## config.mk

```make
export PLATFORM = sky130hd
export DESIGN_NAME = packetizer
export DESIGN_NICKNAME = d
export VERILOG_FILES = /design/src/source/noc_pkg.sv /design/src/source/packetizer.sv
export SDC_FILE = /design/constraint.sdc
export NUM_CORES = 1
export LEC_CHECK = 0
export BUFFER_PORTS_ARGS = -buffer_cell sky130_fd_sc_hd__buf_2
export CORE_UTILIZATION = 48
export CTS_BUF_LIST = sky130_fd_sc_hd__clkbuf_2 sky130_fd_sc_hd__clkbuf_4 sky130_fd_sc_hd__clkbuf_8
export DETAILED_ROUTE_END_ITERATION = 10
export PLACE_DENSITY = 0.86
export SYNTH_ARGS = -nofsm -noshare
export SYNTH_HDL_FRONTEND = slang
export SYNTH_SLANG_ARGS = --single-unit
```

## constraint.sdc

```tcl
create_clock -name clk -period 3.2 [get_ports clk]
set_clock_uncertainty 0.05 [all_clocks]
set_input_delay 0.16 -clock clk [delete_from_list [all_inputs] [get_ports clk]]
set_output_delay 0.16 -clock clk [all_outputs]
set_load 0.02 [all_outputs]
```

## src/source/noc_pkg.sv

```systemverilog
package noc_pkg;

    // Flit type in the top TYPE_W bits of every flit
    typedef enum logic [1:0] {
        HEAD     = 2'b00,
        DATA     = 2'b01,
        TAIL     = 2'b10,
        HEADTAIL = 2'b11
    } flit_type_e;

    // Packetizer FSM
    typedef enum logic [1:0] {
        IDLE = 2'b00,
        INIT = 2'b01,
        SEND = 2'b10,
        WAIT = 2'b11
    } pktz_state_e;

    localparam int TYPE_W    = 2;
    localparam int FLIT_ID_W = 4;   // Flit id wraps modulo 16
    localparam int TS_W      = 16;

    // Body flit layout, fixed bit positions
    // The timestamp sits below the type field so the type bits stay intact
    localparam int FLIT_ID_LSB = 8;
    localparam int FLIT_ID_MSB = FLIT_ID_LSB + FLIT_ID_W - 1;    // 11
    localparam int TS_LSB      = FLIT_ID_MSB + 1;                // 12
    localparam int TS_MSB      = TS_LSB + TS_W - 1;              // 27

    // Head flit fields follow directly below the type, sized by module parameters:
    // type | dst | src | vch | zero

    function automatic logic starts_packet(flit_type_e t);
        return (t == HEAD) || (t == HEADTAIL);
    endfunction

    function automatic logic ends_packet(flit_type_e t);
        return (t == TAIL) || (t == HEADTAIL);
    endfunction

    function automatic logic is_body(flit_type_e t);
        return (t == DATA) || (t == TAIL);
    endfunction

endpackage

```

## src/source/packetizer.sv

```systemverilog
`timescale 1ns/10ps

module packetizer
    import noc_pkg::*;
#(
    parameter int DATA_WIDTH      = 32,
    parameter int DST_WIDTH       = 4,
    parameter int SRC_WIDTH       = 4,
    parameter int VCH_WIDTH       = 1,
    parameter int NUM_VC          = 2,
    parameter int MAX_PACKET_SIZE = 16,
    parameter int LEN_WIDTH       = 6
) (
    input  logic                  clk,
    input  logic                  rst_n,
    input  logic [DST_WIDTH-1:0]  dst,
    input  logic [SRC_WIDTH-1:0]  src_id,
    input  logic [VCH_WIDTH-1:0]  vch,
    input  logic [LEN_WIDTH-1:0]  len,
    input  logic [TS_W-1:0]       timestamp,
    input  logic                  start,
    input  logic [NUM_VC-1:0]     ordy,
    output logic [DATA_WIDTH-1:0] idata,
    output logic                  ivalid,
    output logic [VCH_WIDTH-1:0]  ivch,
    output logic                  done,
    output logic                  busy
);

    localparam int TYPE_MSB = DATA_WIDTH - 1;
    localparam int TYPE_LSB = DATA_WIDTH - TYPE_W;
    localparam int DST_MSB  = TYPE_LSB - 1;
    localparam int DST_LSB  = TYPE_LSB - DST_WIDTH;
    localparam int SRC_MSB  = DST_LSB - 1;
    localparam int SRC_LSB  = DST_LSB - SRC_WIDTH;
    localparam int VCH_MSB  = SRC_LSB - 1;
    localparam int VCH_LSB  = SRC_LSB - VCH_WIDTH;

    pktz_state_e state;

    logic [LEN_WIDTH-1:0]  flit_count;     // Index of the next flit
    logic [LEN_WIDTH-1:0]  pkt_len;
    logic [DST_WIDTH-1:0]  pkt_dst;
    logic [SRC_WIDTH-1:0]  pkt_src;
    logic [VCH_WIDTH-1:0]  pkt_vch;
    logic [TS_W-1:0]       pkt_ts;
    logic                  send_now;
    logic                  last_flit;
    logic [DATA_WIDTH-1:0] head_flit;
    logic [DATA_WIDTH-1:0] body_flit;

    // Only the head flit waits on ready, the rest go out back to back
    assign send_now = (state == SEND) ||
                      (((state == INIT) || (state == WAIT)) && ordy[pkt_vch]);

    assign last_flit = (state == SEND) ? (flit_count == pkt_len - 1'b1)
                                       : (pkt_len == LEN_WIDTH'(1));

    always_comb begin
        head_flit = '0;
        head_flit[TYPE_MSB:TYPE_LSB] = (pkt_len == LEN_WIDTH'(1)) ? HEADTAIL : HEAD;
        head_flit[DST_MSB:DST_LSB]   = pkt_dst;
        head_flit[SRC_MSB:SRC_LSB]   = pkt_src;
        head_flit[VCH_MSB:VCH_LSB]   = pkt_vch;
    end

    always_comb begin
        body_flit = '0;
        body_flit[TYPE_MSB:TYPE_LSB]       = last_flit ? TAIL : DATA;
        body_flit[FLIT_ID_MSB:FLIT_ID_LSB] = flit_count[FLIT_ID_W-1:0];
        body_flit[TS_MSB:TS_LSB]           = pkt_ts;
    end

    always_ff @(posedge clk or negedge rst_n) begin
        if (!rst_n) begin
            state      <= IDLE;
            flit_count <= '0;
            ivalid     <= 1'b0;
            done       <= 1'b0;
            busy       <= 1'b0;
        end else begin
            ivalid <= send_now;
            done   <= send_now && last_flit;   // Lines up with the last ivalid
            unique case (state)
                IDLE: begin
                    if (start) begin
                        state <= INIT;
                        busy  <= 1'b1;
                    end
                end
                INIT, WAIT: begin
                    if (ordy[pkt_vch]) begin
                        flit_count <= LEN_WIDTH'(1);
                        if (last_flit) begin
                            state <= IDLE;
                            busy  <= 1'b0;
                        end else begin
                            state <= SEND;
                        end
                    end else begin
                        state <= WAIT;              // Hold request until room appears
                    end
                end
                SEND: begin
                    flit_count <= flit_count + 1'b1;
                    if (last_flit) begin
                        state <= IDLE;
                        busy  <= 1'b0;
                    end
                end
            endcase
        end
    end

    // Request fields and outgoing flit
    always_ff @(posedge clk) begin
        if ((state == IDLE) && start) begin
            pkt_len <= len;
            pkt_dst <= dst;
            pkt_src <= src_id;
            pkt_vch <= vch;
            pkt_ts  <= timestamp;
        end
        if (send_now) begin
            idata <= (state == SEND) ? body_flit : head_flit;
            ivch  <= pkt_vch;
        end
    end

    a_len_range: assert property (@(posedge clk) disable iff (!rst_n)
        ((state == IDLE) && start) |-> ((len >= 1) && (len <= MAX_PACKET_SIZE)))
        else $error("packetizer: request length %0d out of range", len);

endmodule

```

* After elaboration in Yosys (flattened, before gate mapping)
Cells that the tools add are included.
** Storage, ports and cells
- Flip-flop bits (word level) :: 75
- Input port bits :: 36
- Output and inout bits :: 36
- Logic and storage cells :: 53
** Operators by class
- $add $sub $neg :: 2
- Magnitude comparators :: 1
- Eq/ne operators :: 8
- Muxes and demuxes :: 17
- Reductions and logical operators :: 11
** Operator list (count)
- 32-bit two-way mux :: 1
- 2-bit two-way mux :: 6
- 6-bit case mux with 2 select lines :: 1
- 6-bit by 1-bit adder with 6-bit output (second input constant) :: 1
- 6-bit by 1-bit == test with 1-bit output (second input constant) :: 1
- 6-bit == test :: 1
- 1-bit two-way mux :: 6
- 6-bit two-way mux :: 1
- 2-bit inequality test (second input constant) :: 3
- 2-bit case mux with 3 select lines :: 1
- 2-bit AND reduction :: 3
- 6-bit by 1-bit subtractor with 6-bit output (second input constant) :: 1
- 2-bit == test (second input constant) :: 2
- 1-bit logical AND :: 3
- 1-bit case mux with 3 select lines :: 1
- 2-bit by 1-bit == test with 1-bit output (second input constant) :: 1
- 2-bit logical NOT :: 1
- 1-bit logical OR :: 2
- 1-bit by 2-bit less-than comparator with 1-bit output (second input constant) :: 1
- 2-bit nonzero test :: 1
- 2-bit OR reduction :: 1

* Depth between registers and ports, before layout
- Depth after elaboration :: 6
- Depth in mapped cells :: 7
- Depth with buffers taken out :: 7

* Least setup slack after synthesis
OpenSTA, ideal clock, no wires.
- Path kind :: register to register
- Start :: reg state[1]
- End :: reg busy
- Library setup time :: 75 ps
- Arrival time :: 3317 ps
- Path slack :: -242 ps
- Stages on the path, launching flop included :: 3
- Buffers on the path :: 0
- Clock period less this slack :: 3442 ps
- Cells stage by stage :: dfrtp_1 -> nor3b_1 -> o221a_2
** Between the ends
- Longest elaborated chain between the ends :: 5
- Elaborated cells on any way between the ends :: 12
- Classes of those cells :: 5 x eq/ne; 4 x mux; 3 x reduce/logical
** Ends and longest elaborated chain
- start: declaration :: line packetizer.sv:39 : pktz_state_e state;
- start signal: assignment :: line packetizer.sv:76 : state <= IDLE;
- start signal: assignment :: line packetizer.sv:87 : state <= INIT;
- start signal: assignment :: line packetizer.sv:95 : state <= IDLE;
- 2-bit == test :: line packetizer.sv:56, packetizer.sv:84
- 1-bit two-way mux :: line packetizer.sv:56 : assign last_flit = (state == SEND) ? (flit_count == pkt_len - 1'b1)
- 1-bit two-way mux (2 in a row)
- 1-bit case mux with 3 select lines :: line packetizer.sv:84 : unique case (state)
- end signal: assignment :: line packetizer.sv:80 : busy <= 1'b0;
- end signal: assignment :: line packetizer.sv:88 : busy <= 1'b1;
- end signal: assignment :: line packetizer.sv:96 : busy <= 1'b0;
- end: declaration :: line packetizer.sv:27 : output logic busy
Parallel ways exist; a longest one is shown, timed or not. The select of a mux whose other input is x is not followed.
A chain may end at the register's enable or synchronous reset.

* Worst setup path after layout
- Start :: reg pkt_vch
- End :: reg idata[10], enable pin
** Between the ends
- Longest elaborated chain between the ends :: 4
** Ends and longest elaborated chain
- start: declaration :: line packetizer.sv:45 : logic [VCH_WIDTH-1:0] pkt_vch;
- start signal: assignment :: line packetizer.sv:121 : pkt_vch <= vch;
- 1-bit two-way mux (implied by the code) (2 in a row) :: line packetizer.sv:54 : (((state == INIT) || (state == WAIT)) && ordy[pkt_vch]);
- 1-bit logical AND :: line packetizer.sv:54
- 1-bit logical OR :: line packetizer.sv:53 : assign send_now = (state == SEND) ||
- via send_now :: line packetizer.sv:47 : logic send_now;
- end signal: assignment :: line packetizer.sv:125 : idata <= (state == SEND) ? body_flit : head_flit;
- end: declaration :: line packetizer.sv:23 : output logic [DATA_WIDTH-1:0] idata,
The timed path passes the listed nets, and every way through them passes these cells. The select of a mux whose other input is x is not followed.

==> run_summary.xml <==
<?xml version="1.0" encoding="UTF-8"?>
<metrics>
  <group name="outcome">
    <metric name="run_status" unit="">finished, final reports clean</metric>
  </group>
  <group name="cts">
    <metric name="cts_root_buf" unit="">sky130_fd_sc_hd__clkbuf_8</metric>
    <metric name="ctsResizeCount" unit="">0</metric>
    <metric name="clock_sink_count" unit="">67</metric>
    <metric name="cts_buffers" unit="">9</metric>
    <metric name="clock_insertion_delay_at_the_later_pin_of_the_skew_report" unit="ps">350</metric>
    <metric name="clock_path_buffers" unit="">2</metric>
    <metric name="h_tree_depth" unit="">3</metric>
    <metric name="cts_tree" unit="">done</metric>
    <metric name="cts.hold.buffers_added" unit="">32</metric>
    <metric name="postCtsSetupBuffers" unit="">0</metric>
    <metric name="cts.reportedPaths.clkPinSlew" unit="ps">80</metric>
  </group>
  <group name="floorplan">
    <metric name="die_height" unit="um">75.92</metric>
    <metric name="die-width" unit="um">75.92</metric>
    <metric name="core" unit="sq mm">0.005172</metric>
    <metric name="dieArea" unit="sq mm">0.005763</metric>
    <metric name="floorplan.initialDensity" unit="%">50.70</metric>
    <metric name="count_of_standard_cell_rows" unit="">26</metric>
    <metric name="ioPinCount" unit="">72</metric>
  </group>
  <group name="setup_path">
    <metric name="worst-r2r-setup-slack" unit="ps">1070</metric>
    <metric name="crit_arrival" unit="ps">2000</metric>
    <metric name="crit-reg2reg-capture" unit="">idata[10]</metric>
    <metric name="worst-path-max-fanout" unit="">26</metric>
    <metric name="critPathLaunch" unit="">pkt_vch</metric>
    <metric name="cp-endpoint" unit="">idata[10]</metric>
    <metric name="worst-endpoint-required" unit="ps">3070</metric>
    <metric name="worstSetupStartpointType" unit="">flip-flop</metric>
    <metric name="endpoint_kind" unit="">flip-flop</metric>
    <metric name="worst-setup-path-type" unit="">reg2reg</metric>
    <metric name="worst_r2r_path_depth" unit="">4</metric>
    <metric name="rr_startpoint" unit="">pkt_vch</metric>
  </group>
  <group name="finish">
    <metric name="antenna_cells" unit="">0</metric>
    <metric name="post_route_cells_drive_above_1_share" unit="%">29.47</metric>
    <metric name="finish.net_count" unit="">319</metric>
    <metric name="syn_to_final_growth" unit="%">34.02</metric>
    <metric name="fillers" unit="">349</metric>
  </group>
  <group name="global_route">
    <metric name="use_met1" unit="%">20.13</metric>
    <metric name="maximum_number_of_pins_on_one_net_before_global_route_repair" unit="">27</metric>
    <metric name="globalRouteTotalUtil" unit="%">18.72</metric>
    <metric name="number_of_global_route_vias_before_repair" unit="">1718</metric>
    <metric name="grt.met3_usage" unit="%">7.711</metric>
    <metric name="grt_busiest_layer" unit="">met2</metric>
    <metric name="grt_first_pass_wirelength" unit="um">7741</metric>
    <metric name="global_route.usage.met2" unit="%">31.45</metric>
    <metric name="antenna_found_initial" unit="">0</metric>
    <metric name="grt_overflow" unit="">0</metric>
  </group>
  <group name="synth">
    <metric name="syn_area" unit="sq mm">0.002623</metric>
    <metric name="yosys_most_used_dff" unit="">sky130_fd_sc_hd__edfxtp_1</metric>
    <metric name="async_reset_ff_share" unit="%">16.42</metric>
    <metric name="yosysWarningCount" unit="">0</metric>
    <metric name="post_synth_inst_count" unit="">177</metric>
    <metric name="synth_edf_count" unit="">56</metric>
    <metric name="syn_avg_cell_area" unit="sq um">14.82</metric>
    <metric name="postSynthRegisterBits" unit="">67</metric>
    <metric name="synth_seq_area_share" unit="%">74.62</metric>
    <metric name="synthDistinctLibCells" unit="">34</metric>
  </group>
  <group name="power_and_ir_drop">
    <metric name="cellPowerDensity" unit="mW/mm^2">883.8</metric>
    <metric name="cellLeakagePower" unit="uW">0.001472</metric>
    <metric name="peakVddDrop" unit="V">0.0004748</metric>
  </group>
  <group name="timing">
    <metric name="hold_viol_final" unit="">0</metric>
    <metric name="timing.final.ws_setup" unit="ps">1073</metric>
    <metric name="timing.final.max_slew_violations" unit="">0</metric>
    <metric name="final_period_minus_worst_setup_slack" unit="ps">2127</metric>
    <metric name="transition_time_at_the_pin_with_the_least_slew_margin" unit="ps">951.9</metric>
    <metric name="max-slew-margin-rel" unit="%">36.47</metric>
    <metric name="post-route-period-util" unit="%">66.47</metric>
    <metric name="setup_tns_after_final_layout" unit="ps">0</metric>
    <metric name="maximum_achievable_frequency" unit="GHz">0.4702</metric>
    <metric name="setup_violations" unit="">0</metric>
    <metric name="unrepaired_setup_endpoints_after_global_routing" unit="">no</metric>
  </group>
  <group name="place">
    <metric name="post-dp-hpwl" unit="um">2956</metric>
    <metric name="detailedPlace.worstSlack" unit="ps">1088</metric>
    <metric name="gpl.final_weighted_congestion" unit="">0.8172</metric>
    <metric name="io_buffer_count" unit="">63</metric>
  </group>
  <group name="route">
    <metric name="drt_wl_total" unit="um">4854</metric>
    <metric name="drt_drc_violations_left" unit="">0</metric>
    <metric name="firstDrtPassIters" unit="">4</metric>
    <metric name="route.detailed.vias_per_inst" unit="">4.735</metric>
    <metric name="drtIter0Drc" unit="">92</metric>
    <metric name="route.vias.total" unit="">1681</metric>
    <metric name="final_antenna_net_count" unit="">0</metric>
    <metric name="routedWlPerCell" unit="um">13.67</metric>
  </group>
  <group name="min_path">
    <metric name="min-delay-path-class" unit="">in2reg</metric>
  </group>
  <group name="run">
    <metric name="max-cap-violations" unit="">0</metric>
  </group>
</metrics>
## cell usage in the layout (no fill, tap or decap), types with 2 or more instances in the layout
cell	Yosys	routed
sky130_fd_sc_hd__nor2b_1	3	3
sky130_fd_sc_hd__dfrtp_1	11	11
sky130_fd_sc_hd__inv_1	3	3
sky130_fd_sc_hd__buf_4	9	2
sky130_fd_sc_hd__nand4_1	2	2
sky130_fd_sc_hd__nand3_1	3	3
sky130_fd_sc_hd__edfxtp_1	56	56
sky130_fd_sc_hd__dlygate4sd3_1	0	32
sky130_fd_sc_hd__and2_1	15	15
sky130_fd_sc_hd__xnor2_1	7	7
sky130_fd_sc_hd__nor2_1	3	3
sky130_fd_sc_hd__conb_1	1	8
sky130_fd_sc_hd__nand2_1	27	27
sky130_fd_sc_hd__ha_1	3	3
sky130_fd_sc_hd__o21ai_1	5	5
sky130_fd_sc_hd__o21ai_0	6	6
sky130_fd_sc_hd__clkbuf_8	0	11
sky130_fd_sc_hd__clkinv_2	0	2
sky130_fd_sc_hd__a31oi_1	2	2
sky130_fd_sc_hd__buf_2	0	63
sky130_fd_sc_hd__nor3_1	3	3
## registers in the layout (all words and copies together), names as in the netlist
signal / cells
pkt_src: 4
flit_count: 6
done: 1
pkt_dst: 4
ivch: 1
pkt_len: 6
busy: 1
ivalid: 1
state: 2
pkt_ts: 16
pkt_vch: 1
idata: 24
## final cells by class
class	instances	area, sq um	area share [%]
flip-flops and latches	67	1957	55.68
repair buffers	97	650.6	18.51
clock inverters	5	51.30	1.460
multi-input cells	102	605.6	17.23
clock buffers	11	151.4	4.308
inverters	3	11.26	0.3204
well taps	70	87.58	2.492
## cells by family (layout without fill, tap and decap cells)
logic type | after synthesis | count (layout) | synth area share, %
xor gates and xnor gates | 8 | 8 | 2.672
other | 1 | 8 | 0.1430
and+or+nand+nor | 63 | 63 | 12.21
buffers and inverters | 15 | 116 | 3.721
DFF | 67 | 67 | 74.62
muxes | 1 | 1 | 0.3817
AOI/OAI and AO/OA | 19 | 19 | 4.819
adders and majority gates | 3 | 3 | 1.431
## how the worst min path moves through the flow
stage                        from  cells past startpoint             to
after global routing      ordy[0]                      4       state[0]
after CTS                 ordy[1]                      4       state[0]
after global placement      rst_n                      1  flit_count[4]
after detailed placement    rst_n                      1  flit_count[4]
final                     ordy[0]                      4       state[0]
after floorplan             rst_n                      0           busy
## critical path, cell delays in order, from the launching register on
cell,delay (ps)
sky130_fd_sc_hd__edfxtp_1,420
sky130_fd_sc_hd__mux2i_1,210
sky130_fd_sc_hd__nand2_1,110
sky130_fd_sc_hd__o21ai_1,330
sky130_fd_sc_hd__inv_1,590
## metrics by stage
| stage | std cells | util, % | total power (uW) | cell area (sq um) | hold slack [ps] |
|---|---|---|---|---|---|
| final | 355 | 67.95 | 3106 | 3515 | 107.8 |
| after global routing | 355 | 67.95 | 3270 | 3515 | 141.0 |
| after CTS | 355 | 67.95 | 3114 | 3515 | 98.74 |
| after detailed placement | 307 | 57.84 | 2386 | 2992 | -2.891 |
| after global placement | 307 | 57.84 | 2354 | 2992 | -5.506 |
| after floorplan | 184 | - | 2097 | 2654 | -185.6 |
## synthesized netlist by cell type, types with 2 or more instances
cell                       count  area, sq um
sky130_fd_sc_hd__edfxtp_1     56         1682
sky130_fd_sc_hd__nor2b_1       3        18.77
sky130_fd_sc_hd__nand4_1       2        12.51
sky130_fd_sc_hd__nor3_1        3        15.01
sky130_fd_sc_hd__buf_4         9        67.56
sky130_fd_sc_hd__nor2_1        3        11.26
sky130_fd_sc_hd__nand3_1       3        15.01
sky130_fd_sc_hd__inv_1         3        11.26
sky130_fd_sc_hd__dfrtp_1      11        275.3
sky130_fd_sc_hd__o21ai_0       6        30.03
sky130_fd_sc_hd__and2_1       15        93.84
sky130_fd_sc_hd__o21ai_1       5        25.02
sky130_fd_sc_hd__xnor2_1       7        61.31
sky130_fd_sc_hd__clkbuf_1      2        7.510
sky130_fd_sc_hd__a31oi_1       2        12.51
sky130_fd_sc_hd__nand2_1      27        101.4
sky130_fd_sc_hd__ha_1          3        37.54
## power by group
group | internal [uW] | total [uW] | switching, uW
clock network | 396 | 698 | 301
logic | 344 | 972 | 628
registers | 1300 | 1440 | 140
## routing by layer
layer	vias to the layer above	share of wire [%]
met1	773	40
met2	72	51
met5	-	0
met3	14	7.1
met4	0	2.7
li1	822	-
(Power assumes the default switching activity.)
