$ cat src/source/noc_pkg.sv
package noc_pkg;

    // Flit type in the top TYPE_W bits of every flit
    typedef enum logic [1:0] {
        HEAD     = 2'b00,
        DATA     = 2'b01,
        TAIL     = 2'b10,
        HEADTAIL = 2'b11
    } flit_type_e;

    // Packetizer FSM
    typedef enum logic [1:0] {
        IDLE = 2'b00,
        INIT = 2'b01,
        SEND = 2'b10,
        WAIT = 2'b11
    } pktz_state_e;

    localparam int TYPE_W    = 2;
    localparam int FLIT_ID_W = 4;   // Flit id wraps modulo 16
    localparam int TS_W      = 16;

    // Body flit layout, fixed bit positions
    // The timestamp sits below the type field so the type bits stay intact
    localparam int FLIT_ID_LSB = 8;
    localparam int FLIT_ID_MSB = FLIT_ID_LSB + FLIT_ID_W - 1;    // 11
    localparam int TS_LSB      = FLIT_ID_MSB + 1;                // 12
    localparam int TS_MSB      = TS_LSB + TS_W - 1;              // 27

    // Head flit fields follow directly below the type, sized by module parameters:
    // type | dst | src | vch | zero

    function automatic logic starts_packet(flit_type_e t);
        return (t == HEAD) || (t == HEADTAIL);
    endfunction

    function automatic logic ends_packet(flit_type_e t);
        return (t == TAIL) || (t == HEADTAIL);
    endfunction

    function automatic logic is_body(flit_type_e t);
        return (t == DATA) || (t == TAIL);
    endfunction

endpackage

$ cat src/source/depacketizer.sv
`timescale 1ns/10ps

module depacketizer
    import noc_pkg::*;
#(
    parameter int DATA_WIDTH      = 32,
    parameter int DST_WIDTH       = 4,
    parameter int SRC_WIDTH       = 4,
    parameter int VCH_WIDTH       = 1,
    parameter int MAX_PACKET_SIZE = 16,
    parameter int LEN_WIDTH       = 6
) (
    input  logic                  clk,
    input  logic                  rst_n,
    input  logic [DATA_WIDTH-1:0] flit_data,
    input  logic                  flit_valid,
    output logic                  pkt_valid,
    output logic [DST_WIDTH-1:0]  pkt_dst,
    output logic [SRC_WIDTH-1:0]  pkt_src,
    output logic [VCH_WIDTH-1:0]  pkt_vch,
    output logic [LEN_WIDTH-1:0]  pkt_len,
    output logic [TS_W-1:0]       pkt_timestamp,
    output logic                  pkt_error
);

    localparam int TYPE_LSB = DATA_WIDTH - TYPE_W;
    localparam int DST_LSB  = TYPE_LSB - DST_WIDTH;
    localparam int SRC_LSB  = DST_LSB - SRC_WIDTH;
    localparam int VCH_LSB  = SRC_LSB - VCH_WIDTH;

    flit_type_e           f_type;
    logic [FLIT_ID_W-1:0] f_id;
    logic [TS_W-1:0]      f_ts;
    logic [DST_WIDTH-1:0] f_dst;
    logic [SRC_WIDTH-1:0] f_src;
    logic [VCH_WIDTH-1:0] f_vch;

    logic                 in_pkt;
    logic [LEN_WIDTH-1:0] flit_cnt;   // Flits seen so far, head included
    logic                 err_acc;
    logic                 ts_seen;
    logic [DST_WIDTH-1:0] hdr_dst;
    logic [SRC_WIDTH-1:0] hdr_src;
    logic [VCH_WIDTH-1:0] hdr_vch;
    logic [TS_W-1:0]      hdr_ts;

    logic                 head_in;
    logic                 body_in;
    logic                 close_in;
    logic                 seq_err;

    assign f_type = flit_type_e'(flit_data[DATA_WIDTH-1 -: TYPE_W]);
    assign f_id   = flit_data[FLIT_ID_MSB:FLIT_ID_LSB];
    assign f_ts   = flit_data[TS_MSB:TS_LSB];
    assign f_dst  = flit_data[DST_LSB +: DST_WIDTH];
    assign f_src  = flit_data[SRC_LSB +: SRC_WIDTH];
    assign f_vch  = flit_data[VCH_LSB +: VCH_WIDTH];

    assign head_in  = flit_valid && starts_packet(f_type);
    assign body_in  = flit_valid && is_body(f_type);
    assign close_in = flit_valid && ends_packet(f_type);

    // Head inside a packet, body outside one, wrong id or too long
    assign seq_err = (head_in && in_pkt) ||
                     (body_in && (!in_pkt ||
                                  (f_id != flit_cnt[FLIT_ID_W-1:0]) ||
                                  (flit_cnt >= MAX_PACKET_SIZE)));

    always_ff @(posedge clk or negedge rst_n) begin
        if (!rst_n) begin
            pkt_valid <= 1'b0;
            in_pkt    <= 1'b0;
            flit_cnt  <= '0;
            err_acc   <= 1'b0;
            ts_seen   <= 1'b0;
        end else begin
            pkt_valid <= close_in;
            if (head_in) begin
                in_pkt   <= (f_type == HEAD);
                flit_cnt <= LEN_WIDTH'(1);
                err_acc  <= seq_err;
                ts_seen  <= 1'b0;
            end else if (body_in) begin
                flit_cnt <= flit_cnt + 1'b1;
                err_acc  <= err_acc | seq_err;
                ts_seen  <= 1'b1;
                if (f_type == TAIL) begin
                    in_pkt <= 1'b0;
                end
            end
        end
    end

    always_ff @(posedge clk) begin
        if (head_in) begin
            hdr_dst <= f_dst;
            hdr_src <= f_src;
            hdr_vch <= f_vch;
        end
        if (body_in && !ts_seen) begin
            hdr_ts <= f_ts;          // First body flit carries the enqueue time
        end
        if (close_in) begin
            if (f_type == HEADTAIL) begin
                pkt_dst       <= f_dst;
                pkt_src       <= f_src;
                pkt_vch       <= f_vch;
                pkt_len       <= LEN_WIDTH'(1);
                pkt_timestamp <= '0;
                pkt_error     <= seq_err;
            end else begin
                pkt_dst       <= hdr_dst;
                pkt_src       <= hdr_src;
                pkt_vch       <= hdr_vch;
                pkt_len       <= flit_cnt + 1'b1;
                pkt_timestamp <= ts_seen ? hdr_ts : f_ts;  // Two-flit packet
                pkt_error     <= err_acc | seq_err;
            end
        end
    end

    // Buffer must keep each channel's packet contiguous
    a_body_in_packet: assert property (@(posedge clk) disable iff (!rst_n)
        body_in |-> in_pkt)
        else $error("depacketizer: body flit outside a packet");

endmodule

$ cat config.mk
export PLATFORM = sky130hd
export DESIGN_NAME = depacketizer
export DESIGN_NICKNAME = d
export VERILOG_FILES = /design/src/source/noc_pkg.sv /design/src/source/depacketizer.sv
export SDC_FILE = /design/constraint.sdc
export NUM_CORES = 1
export LEC_CHECK = 0
export BUFFER_PORTS_ARGS = -buffer_cell sky130_fd_sc_hd__buf_2
export CORE_ASPECT_RATIO = 1.5
export CORE_MARGIN = 2
export CORE_UTILIZATION = 40
export CTS_CLUSTER_DIAMETER = 60
export DETAILED_ROUTE_END_ITERATION = 12
export GPL_ROUTABILITY_DRIVEN = 0
export PLACE_DENSITY = 0.65
export REMOVE_ABC_BUFFERS = 1
export SETUP_SLACK_MARGIN = 0.15
export SYNTH_ARGS = -nofsm -noshare
export SYNTH_HDL_FRONTEND = slang
export SYNTH_SLANG_ARGS = --single-unit
export TNS_END_PERCENT = 5
$ cat constraint.sdc
create_clock -name clk -period 3.62 [get_ports clk]
set_clock_uncertainty 0.1 [all_clocks]
set_input_delay 0.724 -clock clk [delete_from_list [all_inputs] [get_ports clk]]
set_output_delay 0.724 -clock clk [all_outputs]
set_load 0.1 [all_outputs]
### After elaboration in Yosys (flattened, before gate mapping)

Cells that the tools add are included.

| operators by class | value |
|---|---|
| add/subtract/negate cells | 1 |
| order comparisons | 1 |
| equality and inequality tests | 4 |
| mux-type cells | 14 |
| bitwise gates (word level) | 1 |
| reductions and logical operators | 18 |

Operators with widths:

| operator | count |
|---|---|
| 2-to-1 mux 16 bit | 1 |
| 2-to-1 mux 6 bit | 2 |
| 2-to-1 mux 1 bit | 9 |
| 2-to-1 mux 4 bit | 2 |
| adder 6 x 1 -> 6 bit (second input constant) | 1 |
| >= comparator 6 x 5 -> 1 bit (second input constant) | 1 |
| logical AND 1 bit | 6 |
| logical OR 1 bit | 6 |
| == test 2 bit (second input constant) | 2 |
| inequality test 4 bit | 1 |
| nonzero test 2 bit | 2 |
| == test 2 x 1 -> 1 bit (second input constant) | 1 |
| logical NOT 1 bit | 2 |
| logical NOT 2 bit | 1 |
| AND reduction 2 bit | 1 |
| bitwise OR 1 bit | 1 |

| storage, ports and cells | value |
|---|---|
| flip-flop bits (word level) | 67 |
| input bits | 35 |
| output and inout port bits | 33 |
| word-level logic and storage cells | 54 |

### Depth between registers and ports, before layout

Gate-level depths: netlist (run 1).

| depth | value |
|---|---|
| depth after elaboration | 8 |
| depth in mapped cells | 5 |
| depth with buffers taken out | 5 |

### Worst setup path before layout (run 1)

No wires, ideal clock.

| timing | value |
|---|---|
| path type | input to register |
| start point | input flit_data[30] |
| end point | register pkt_dst[0] (enable) |
| setup time | 392 ps |
| arrival | 2,102 ps |
| data required time | 3,128 ps |
| path slack | 1,027 ps |
| cell stages on the path | 4 |
| path buffers | 2 |
| cells stage by stage | ha_1 > clkbuf_1 > buf_2 > o21a_1 |

| on the way | value |
|---|---|
| longest elaborated chain between the ends | 3 |
| elaborated cells between the ends (all ways) | 4 |
| those cells by class | eq/ne: 2; reduce/logical: 2 |

Ends and longest elaborated chain:

| item | RTL line | text |
|---|---|---|
| start, declared | depacketizer.sv:15 | `input logic [DATA_WIDTH-1:0] flit_data,` |
| == test 2 bit | noc_pkg.sv:38 | `return (t == TAIL) \|\| (t == HEADTAIL);` |
| logical OR 1 bit (*) | noc_pkg.sv:38 |  |
| logical AND 1 bit (*) | depacketizer.sv:61 | `assign close_in = flit_valid && ends_packet(f_type);` |
| net close_in | depacketizer.sv:49 | `logic close_in;` |
| end signal, assigned | depacketizer.sv:105 | `pkt_dst <= f_dst;` |
| end signal, assigned | depacketizer.sv:112 | `pkt_dst <= hdr_dst;` |
| end, declared | depacketizer.sv:18 | `output logic [DST_WIDTH-1:0] pkt_dst,` |

Mark *: on every way through the listed nets, which the timed path passes. The rest lies on a longest branch.
A chain may end at the register's enable or synchronous reset.

### Worst setup path after layout (run 1)

| timing | value |
|---|---|
| start point | input flit_data[31] |
| end point | register pkt_src[1] (data pin) |

| on the way | value |
|---|---|
| longest elaborated chain between the ends | 2 |

Ends and longest elaborated chain:

| item | RTL line | text |
|---|---|---|
| == test 2 bit | depacketizer.sv:104 | `if (f_type == HEADTAIL) begin` |
| 2-to-1 mux 4 bit | depacketizer.sv:104 |  |
| end signal, assigned | depacketizer.sv:106 | `pkt_src <= f_src;` |
| end signal, assigned | depacketizer.sv:113 | `pkt_src <= hdr_src;` |
| end, declared | depacketizer.sv:19 | `output logic [SRC_WIDTH-1:0] pkt_src,` |

Every way passes these cells.

==> results.cfg, run 1 <==
[clock_network]
numCtsBuffers = 9
clock-sinks = 67
clockBufferDepth = 2
cts-root-buf = clkbuf_8
ctsResizeCount = 0
cts_max_level = 3
path_clk_slew_ns = 0.07
clkLatencyLatePin_ns = 0.34
cts_tree = yes
post_cts_buffers = 0
hold_buffers = 0

[yosys]
synthTopCellsByCount = 57 x edfxtp_1, 19 x nor2_1, 17 x mux2i_1, 10 x dfrtp_1, 10 x mux2_2
ys_seq_area_frac = 0.718
syn_area_mm2 = 0.00273
synth_seq_cells = 67
yosysMostFrequentCell = edfxtp_1
yosysTopAreaCellShare = 0.626
syn_inst = 177
synth_cell_types = 31
synth_flop_cell = edfxtp_1
synth_top_area_cell = edfxtp_1
async_flop_share = 0.149
syn_area_per_cell_um2 = 15.4
synth.area.top_cells = edfxtp_1 63%, dfrtp_1 9.2%, mux2i_1 6.2%, mux2_2 4.1%, nor2_1 2.6%
synth-edff-count = 57
ys_warn_count = 0

[outcome]
status = finished clean

[worst_setup_path]
cp-end-kind = flop
cp-endpoint = pkt_src[1]
startpoint_type = primary input
startpoint = flit_data[31]
path_max_fanout = 13
reg2reg_depth = 2
reg2reg_from = ts_seen
critPathRequiredTime_ns = 3.61
r2r_end = pkt_timestamp[12]
crit_type = primary input to flop
r2r_slack_ns = 1.91
worstPathArrival_ns = 1.96

[die]
dieWidth_um = 71.5
start_util = 0.416
rows = 36
ios = 68
die_area_mm2 = 0.00753
coreArea_mm2 = 0.00658
die_y_um = 105

[cells_and_area]
nNetsFinal = 284
stdcell_area_mm2 = 0.00330
layout-drive-gt1-share = 0.369
synthToLayoutAreaGrowth_pct = 20.8
fin_util = 0.502
num_antenna_cells = 0

[drt]
drt-total-wl_um = 5110
route.detailed.drc = 0
drtPass1Iterations = 4
drtIter0Drc = 66
wire_per_inst_um = 15.7
vias = 1592
avgViaCountPerCell = 4.90
detail-route-antenna-nets = 0

[place]
dpl_cell_area_mm2 = 0.00313
post-dp-hpwl_um = 3350
numPortBuffers = 59

[grt]
grt-ovfl-total = 0
grt_max_degree = 21
grt_pass1_vias = 1639
track_usage = 0.149
antenna_found_initial = 0
grt_first_pass_wirelength_um = 8290

[timing]
finalCriticalPeriod_ns = 1.98
fmax_ghz = 0.506
whs_ns = 0.145
maxSlewHeadroom = 0.323
worst_pin_slew_ns = 1.01
finalMaxSlewViolations = 0
tns_ns = 0
rsz0062_at_grt = false
hold_violations = 0
fin_crit_sh = 0.546
setup_viol = 0

[power_and_ir_drop]
max-vdd-ir-drop_v = 0.000218
powerDensity_mw_per_mm2 = 562
p_leak_nw = 1.34

[flow_run]
maxCapViolCount = 0

[min_path]
hold_class = primary input to async pin
==> registers in the layout (all words and copies together) (netlist names) <==
name           count
ts_seen            1
hdr_ts            16
pkt_src            4
hdr_src            4
pkt_error          1
pkt_timestamp     16
pkt_vch            1
pkt_valid          1
pkt_dst            4
in_pkt             1
pkt_len            6
hdr_vch            1
hdr_dst            4
flit_cnt           6
err_acc            1
==> worst min path at each step <==
stage,endpoint,slack [ns],cells past startpoint
after CTS,ts_seen,0.13,1
after global placement,in_pkt,0.42,1
final,flit_cnt[4],0.14,1
after floorplan,err_acc,0.33,0
after global routing,flit_cnt[4],0.15,1
after detailed placement,pkt_src[3],0.44,1
==> layout by cell type, fill, tap and decap left out <==
master and n:
buf_2 59, edfxtp_1 57, nor2_1 18, mux2i_1 17, mux2_2 10, dfrtp_1 10, clkbuf_8 9, inv_1 7
o21ai_0 7, a21oi_1 5, buf_4 5, xor2_1 4, nand3_1 4, nand2b_1 4, ha_1 4, nor3_1 3
clkbuf_1 3, nor2b_1 2, xnor2_1 2, a21boi_0 2, or3_2 2, clkinv_2 2, o21a_1 1, nand2_4 1
nor2_2 1, nand4bb_1 1, or2_2 1, and2b_2 1, a22o_1 1, nand4_1 1, o211ai_1 1, or4_1 1
or3_1 1, o2bb2ai_1 1, bufinv_16 1
==> per-stage QoR <==
step	setup slack [ns]	std cells	power, W
3_3_place_gp	1.25	310	0.00129
2_1_floorplan	0.784	170	0.00122
3_5_place_dp	1.27	310	0.00130
6_report	1.64	325	0.00186
5_1_grt	1.55	325	0.00193
4_1_cts	1.63	325	0.00188
==> where the power goes <==
group,switching [W],leakage [nW],total [W],internal (W)
clock,0.000265,0.0902,0.000578,0.000313
combinational,0.000240,0.583,0.000329,0.0000892
sequential,0.0000404,0.662,0.000949,0.000908
==> critical path: stages <==
cell	delay, ns
buf_2	0.10
ha_1	0.51
buf_4	0.29
mux2_2	0.34
==> layout make-up <==
class / count / area (um^2)
clock inverters: 3 / 40.0
well taps: 76 / 95.1
flip-flops and latches: 67 / 1960
fillers: 576 / 3270
inverters: 7 / 26.3
repair buffers: 64 / 333
multi-input cells: 96 / 712
clock buffers: 12 / 135
==> metal layers <==
metal	track usage	wire length, um	vias up	share of wire
met5	0	0	-	0
met4	0.0889	144	0	0.028
met3	0.0430	246	12	0.048
met2	0.243	2660	38	0.52
met1	0.170	2060	758	0.40
li1	-	-	784	-
==> cells by family (layout without fill, tap and decap cells) <==
| group | Yosys count | after routing | synth area share |
|---|---|---|---|
| multiplexers | 27 | 27 | 0.103 |
| AO/OA/AOI/OAI | 18 | 18 | 0.0394 |
| XOR/XNOR | 6 | 6 | 0.0192 |
| AND/OR/NAND/NOR | 41 | 41 | 0.0792 |
| adder cells (fa/ha/maj) | 4 | 4 | 0.0183 |
| flip-flops | 67 | 67 | 0.718 |
| buffers and inverters | 14 | 86 | 0.0229 |
Note: power is estimated with default switching activity, not from simulation.
==> run 2, diff against run 1 <==
Settings changed: ABC_AREA set to 1.
Clock period 3.62 ns to 2 ns, I/O delays scaled along.
==> results.cfg, run 2 <==
[die]
die_area_mm2 = 0.00739
ios = 68
coreArea_mm2 = 0.00649
start_util = 0.414
dieWidth_um = 70.9
rows = 36
die_y_um = 104

[worst_setup_path]
cp-end-kind = output pin
worstPathArrival_ns = 1.11
cp_top_family = buffers and inverters
r2r_slack_ns = 0.59
path_max_fanout = 1
reg2reg_from = flit_cnt[0]
startpoint = pkt_timestamp[12]
startpoint_type = flop
worstPathCellList = buf_2
cpPeakStageDelay_ns = 0.43
cp.depth = 1
r2r_end = pkt_len[4]
cp_slowest_cell = buf_2
cp-endpoint = pkt_timestamp[12]
path_buf_inv = 1
reg2reg_depth = 5
crit_type = flop to output pin
critPathRequiredTime_ns = 1.50

[clock_network]
numCtsBuffers = 9
clock-sinks = 67
cts-root-buf = clkbuf_8
clkLatencyLatePin_ns = 0.34
cts_max_level = 3
hold_buffers = 1
post_cts_buffers = 0
ctsResizeCount = 0
path_clk_slew_ns = 0.07
cts_tree = yes
clockBufferDepth = 2

[yosys]
synth_flop_cell = edfxtp_1
synthTopCellsByCount = 57 x edfxtp_1, 47 x nand2_1, 41 x nor2_1, 18 x o21ai_0, 16 x inv_1
synth_top_family_by_area = simple AND/OR/NAND/NOR gates
yosysMostFrequentCell = edfxtp_1
synth-simple-area-share = 0.139
yosysTopAreaCellShare = 0.638
synth_seq_cells = 67
synth_top_area_cell = edfxtp_1
syn_area_per_cell_um2 = 11.9
ys_seq_area_frac = 0.731
syn_area_mm2 = 0.00268
synth-edff-count = 57
syn_inst = 225
synthMuxAreaShare = 0
ys_warn_count = 0
synth_xor_area_frac = 0.0131
synth_compound_gate_area_share = 0.0569
synth.area.top_cells = edfxtp_1 64%, dfrtp_1 9.3%, nand2_1 6.6%, nor2_1 5.7%, o21ai_0 3.4%
async_flop_share = 0.149
synthAdderAreaFrac = 0.0186
synth_cell_types = 21

[timing]
worst_pin_slew_ns = 0.488
whs_ns = 0.147
setup_slack_ns = 0.386
finalCriticalPeriod_ns = 1.61
maxSlewHeadroom = 0.677
setup_viol = 0
fin_crit_sh = 0.807
rsz0062_at_grt = false
hold_violations = 0
finalMaxSlewViolations = 0
tns_ns = 0
fmax_ghz = 0.619

[grt]
track_usage = 0.153
grt_pass1_vias = 1846
grt-ovfl-total = 0
antenna_found_initial = 0
grt_max_degree = 27
grt_first_pass_wirelength_um = 8580

[power_and_ir_drop]
max-vdd-ir-drop_v = 0.000548
powerDensity_mw_per_mm2 = 1060
p_leak_nw = 1.43

[drt]
route.detailed.drc = 0
vias = 1792
detail-route-antenna-nets = 0
wire_per_inst_um = 13.9
drt-total-wl_um = 5240
drtPass1Iterations = 4
avgViaCountPerCell = 4.77
drtIter0Drc = 110

[cells_and_area]
stdcell_area_mm2 = 0.00335
final_common_cell = buf_2
nNetsFinal = 334
num_antenna_cells = 0
mostFrequentLayoutCells = 59 x buf_2, 57 x edfxtp_1, 47 x nand2_1
top_regs = hdr_ts: 16 flops, pkt_timestamp: 16 flops
synthToLayoutAreaGrowth_pct = 24.7
layout-drive-gt1-share = 0.283

[place]
numPortBuffers = 59
pre_cts_slack_ns = 0.205
post-dp-hpwl_um = 3650
dpl_cell_area_mm2 = 0.00313

[min_path]
hold_class = primary input to flop

[flow_run]
maxCapViolCount = 0

[outcome]
status = finished clean
run 2: metal layers:
layer	vias to the layer above	track usage	wire length (um)
met5	-	0	0
met4	0	0.0809	122
met3	9	0.0417	249
met2	45	0.259	2780
met1	841	0.171	2080
li1	897	-	-
run 2: worst min-delay path by stage:
stage	start	to	slack [ns]	cells after the start
floorplan	rst_n	err_acc	0.004	0
global placement	rst_n	err_acc	0.18	1
detailed placement	rst_n	in_pkt	0.19	1
CTS	flit_data[28]	hdr_dst[2]	0.14	1
global route	flit_data[14]	hdr_ts[2]	0.13	1
finish	flit_data[28]	hdr_dst[2]	0.15	1
run 2: area by class of cell:
| cell class | count | area (um^2) |
|---|---|---|
| Clock buffer | 9 | 124 |
| Clock inverter | 7 | 82.6 |
| Fill cell | 603 | 3140 |
| Inverter | 18 | 67.6 |
| Multi-Input combinational cell | 131 | 626 |
| Sequential cell | 67 | 1960 |
| Tap cell | 76 | 95.1 |
| Timing Repair Buffer | 68 | 390 |
run 2: logic make-up after synthesis:
logic type | Yosys count
AOI/OAI and AO/OA | 28
xor gates and xnor gates | 4
adders and majority gates | 4
buffers and inverters | 27
DFF | 67
and+or+nand+nor | 95
run 2: stage by stage:
stage,util,std cells,total power [W]
2_1_floorplan,-,216,0.00224
3_3_place_gp,0.483,359,0.00240
3_5_place_dp,0.483,359,0.00242
4_1_cts,0.516,376,0.00359
5_1_grt,0.516,376,0.00372
6_report,0.516,376,0.00356
run 2: power by group:
part / internal, W / switching, W
Clock: 0.000685 / 0.000486
Sequential: 0.00165 / 0.0000646
Combinational: 0.000157 / 0.000510
Total: 0.00250 / 0.00106
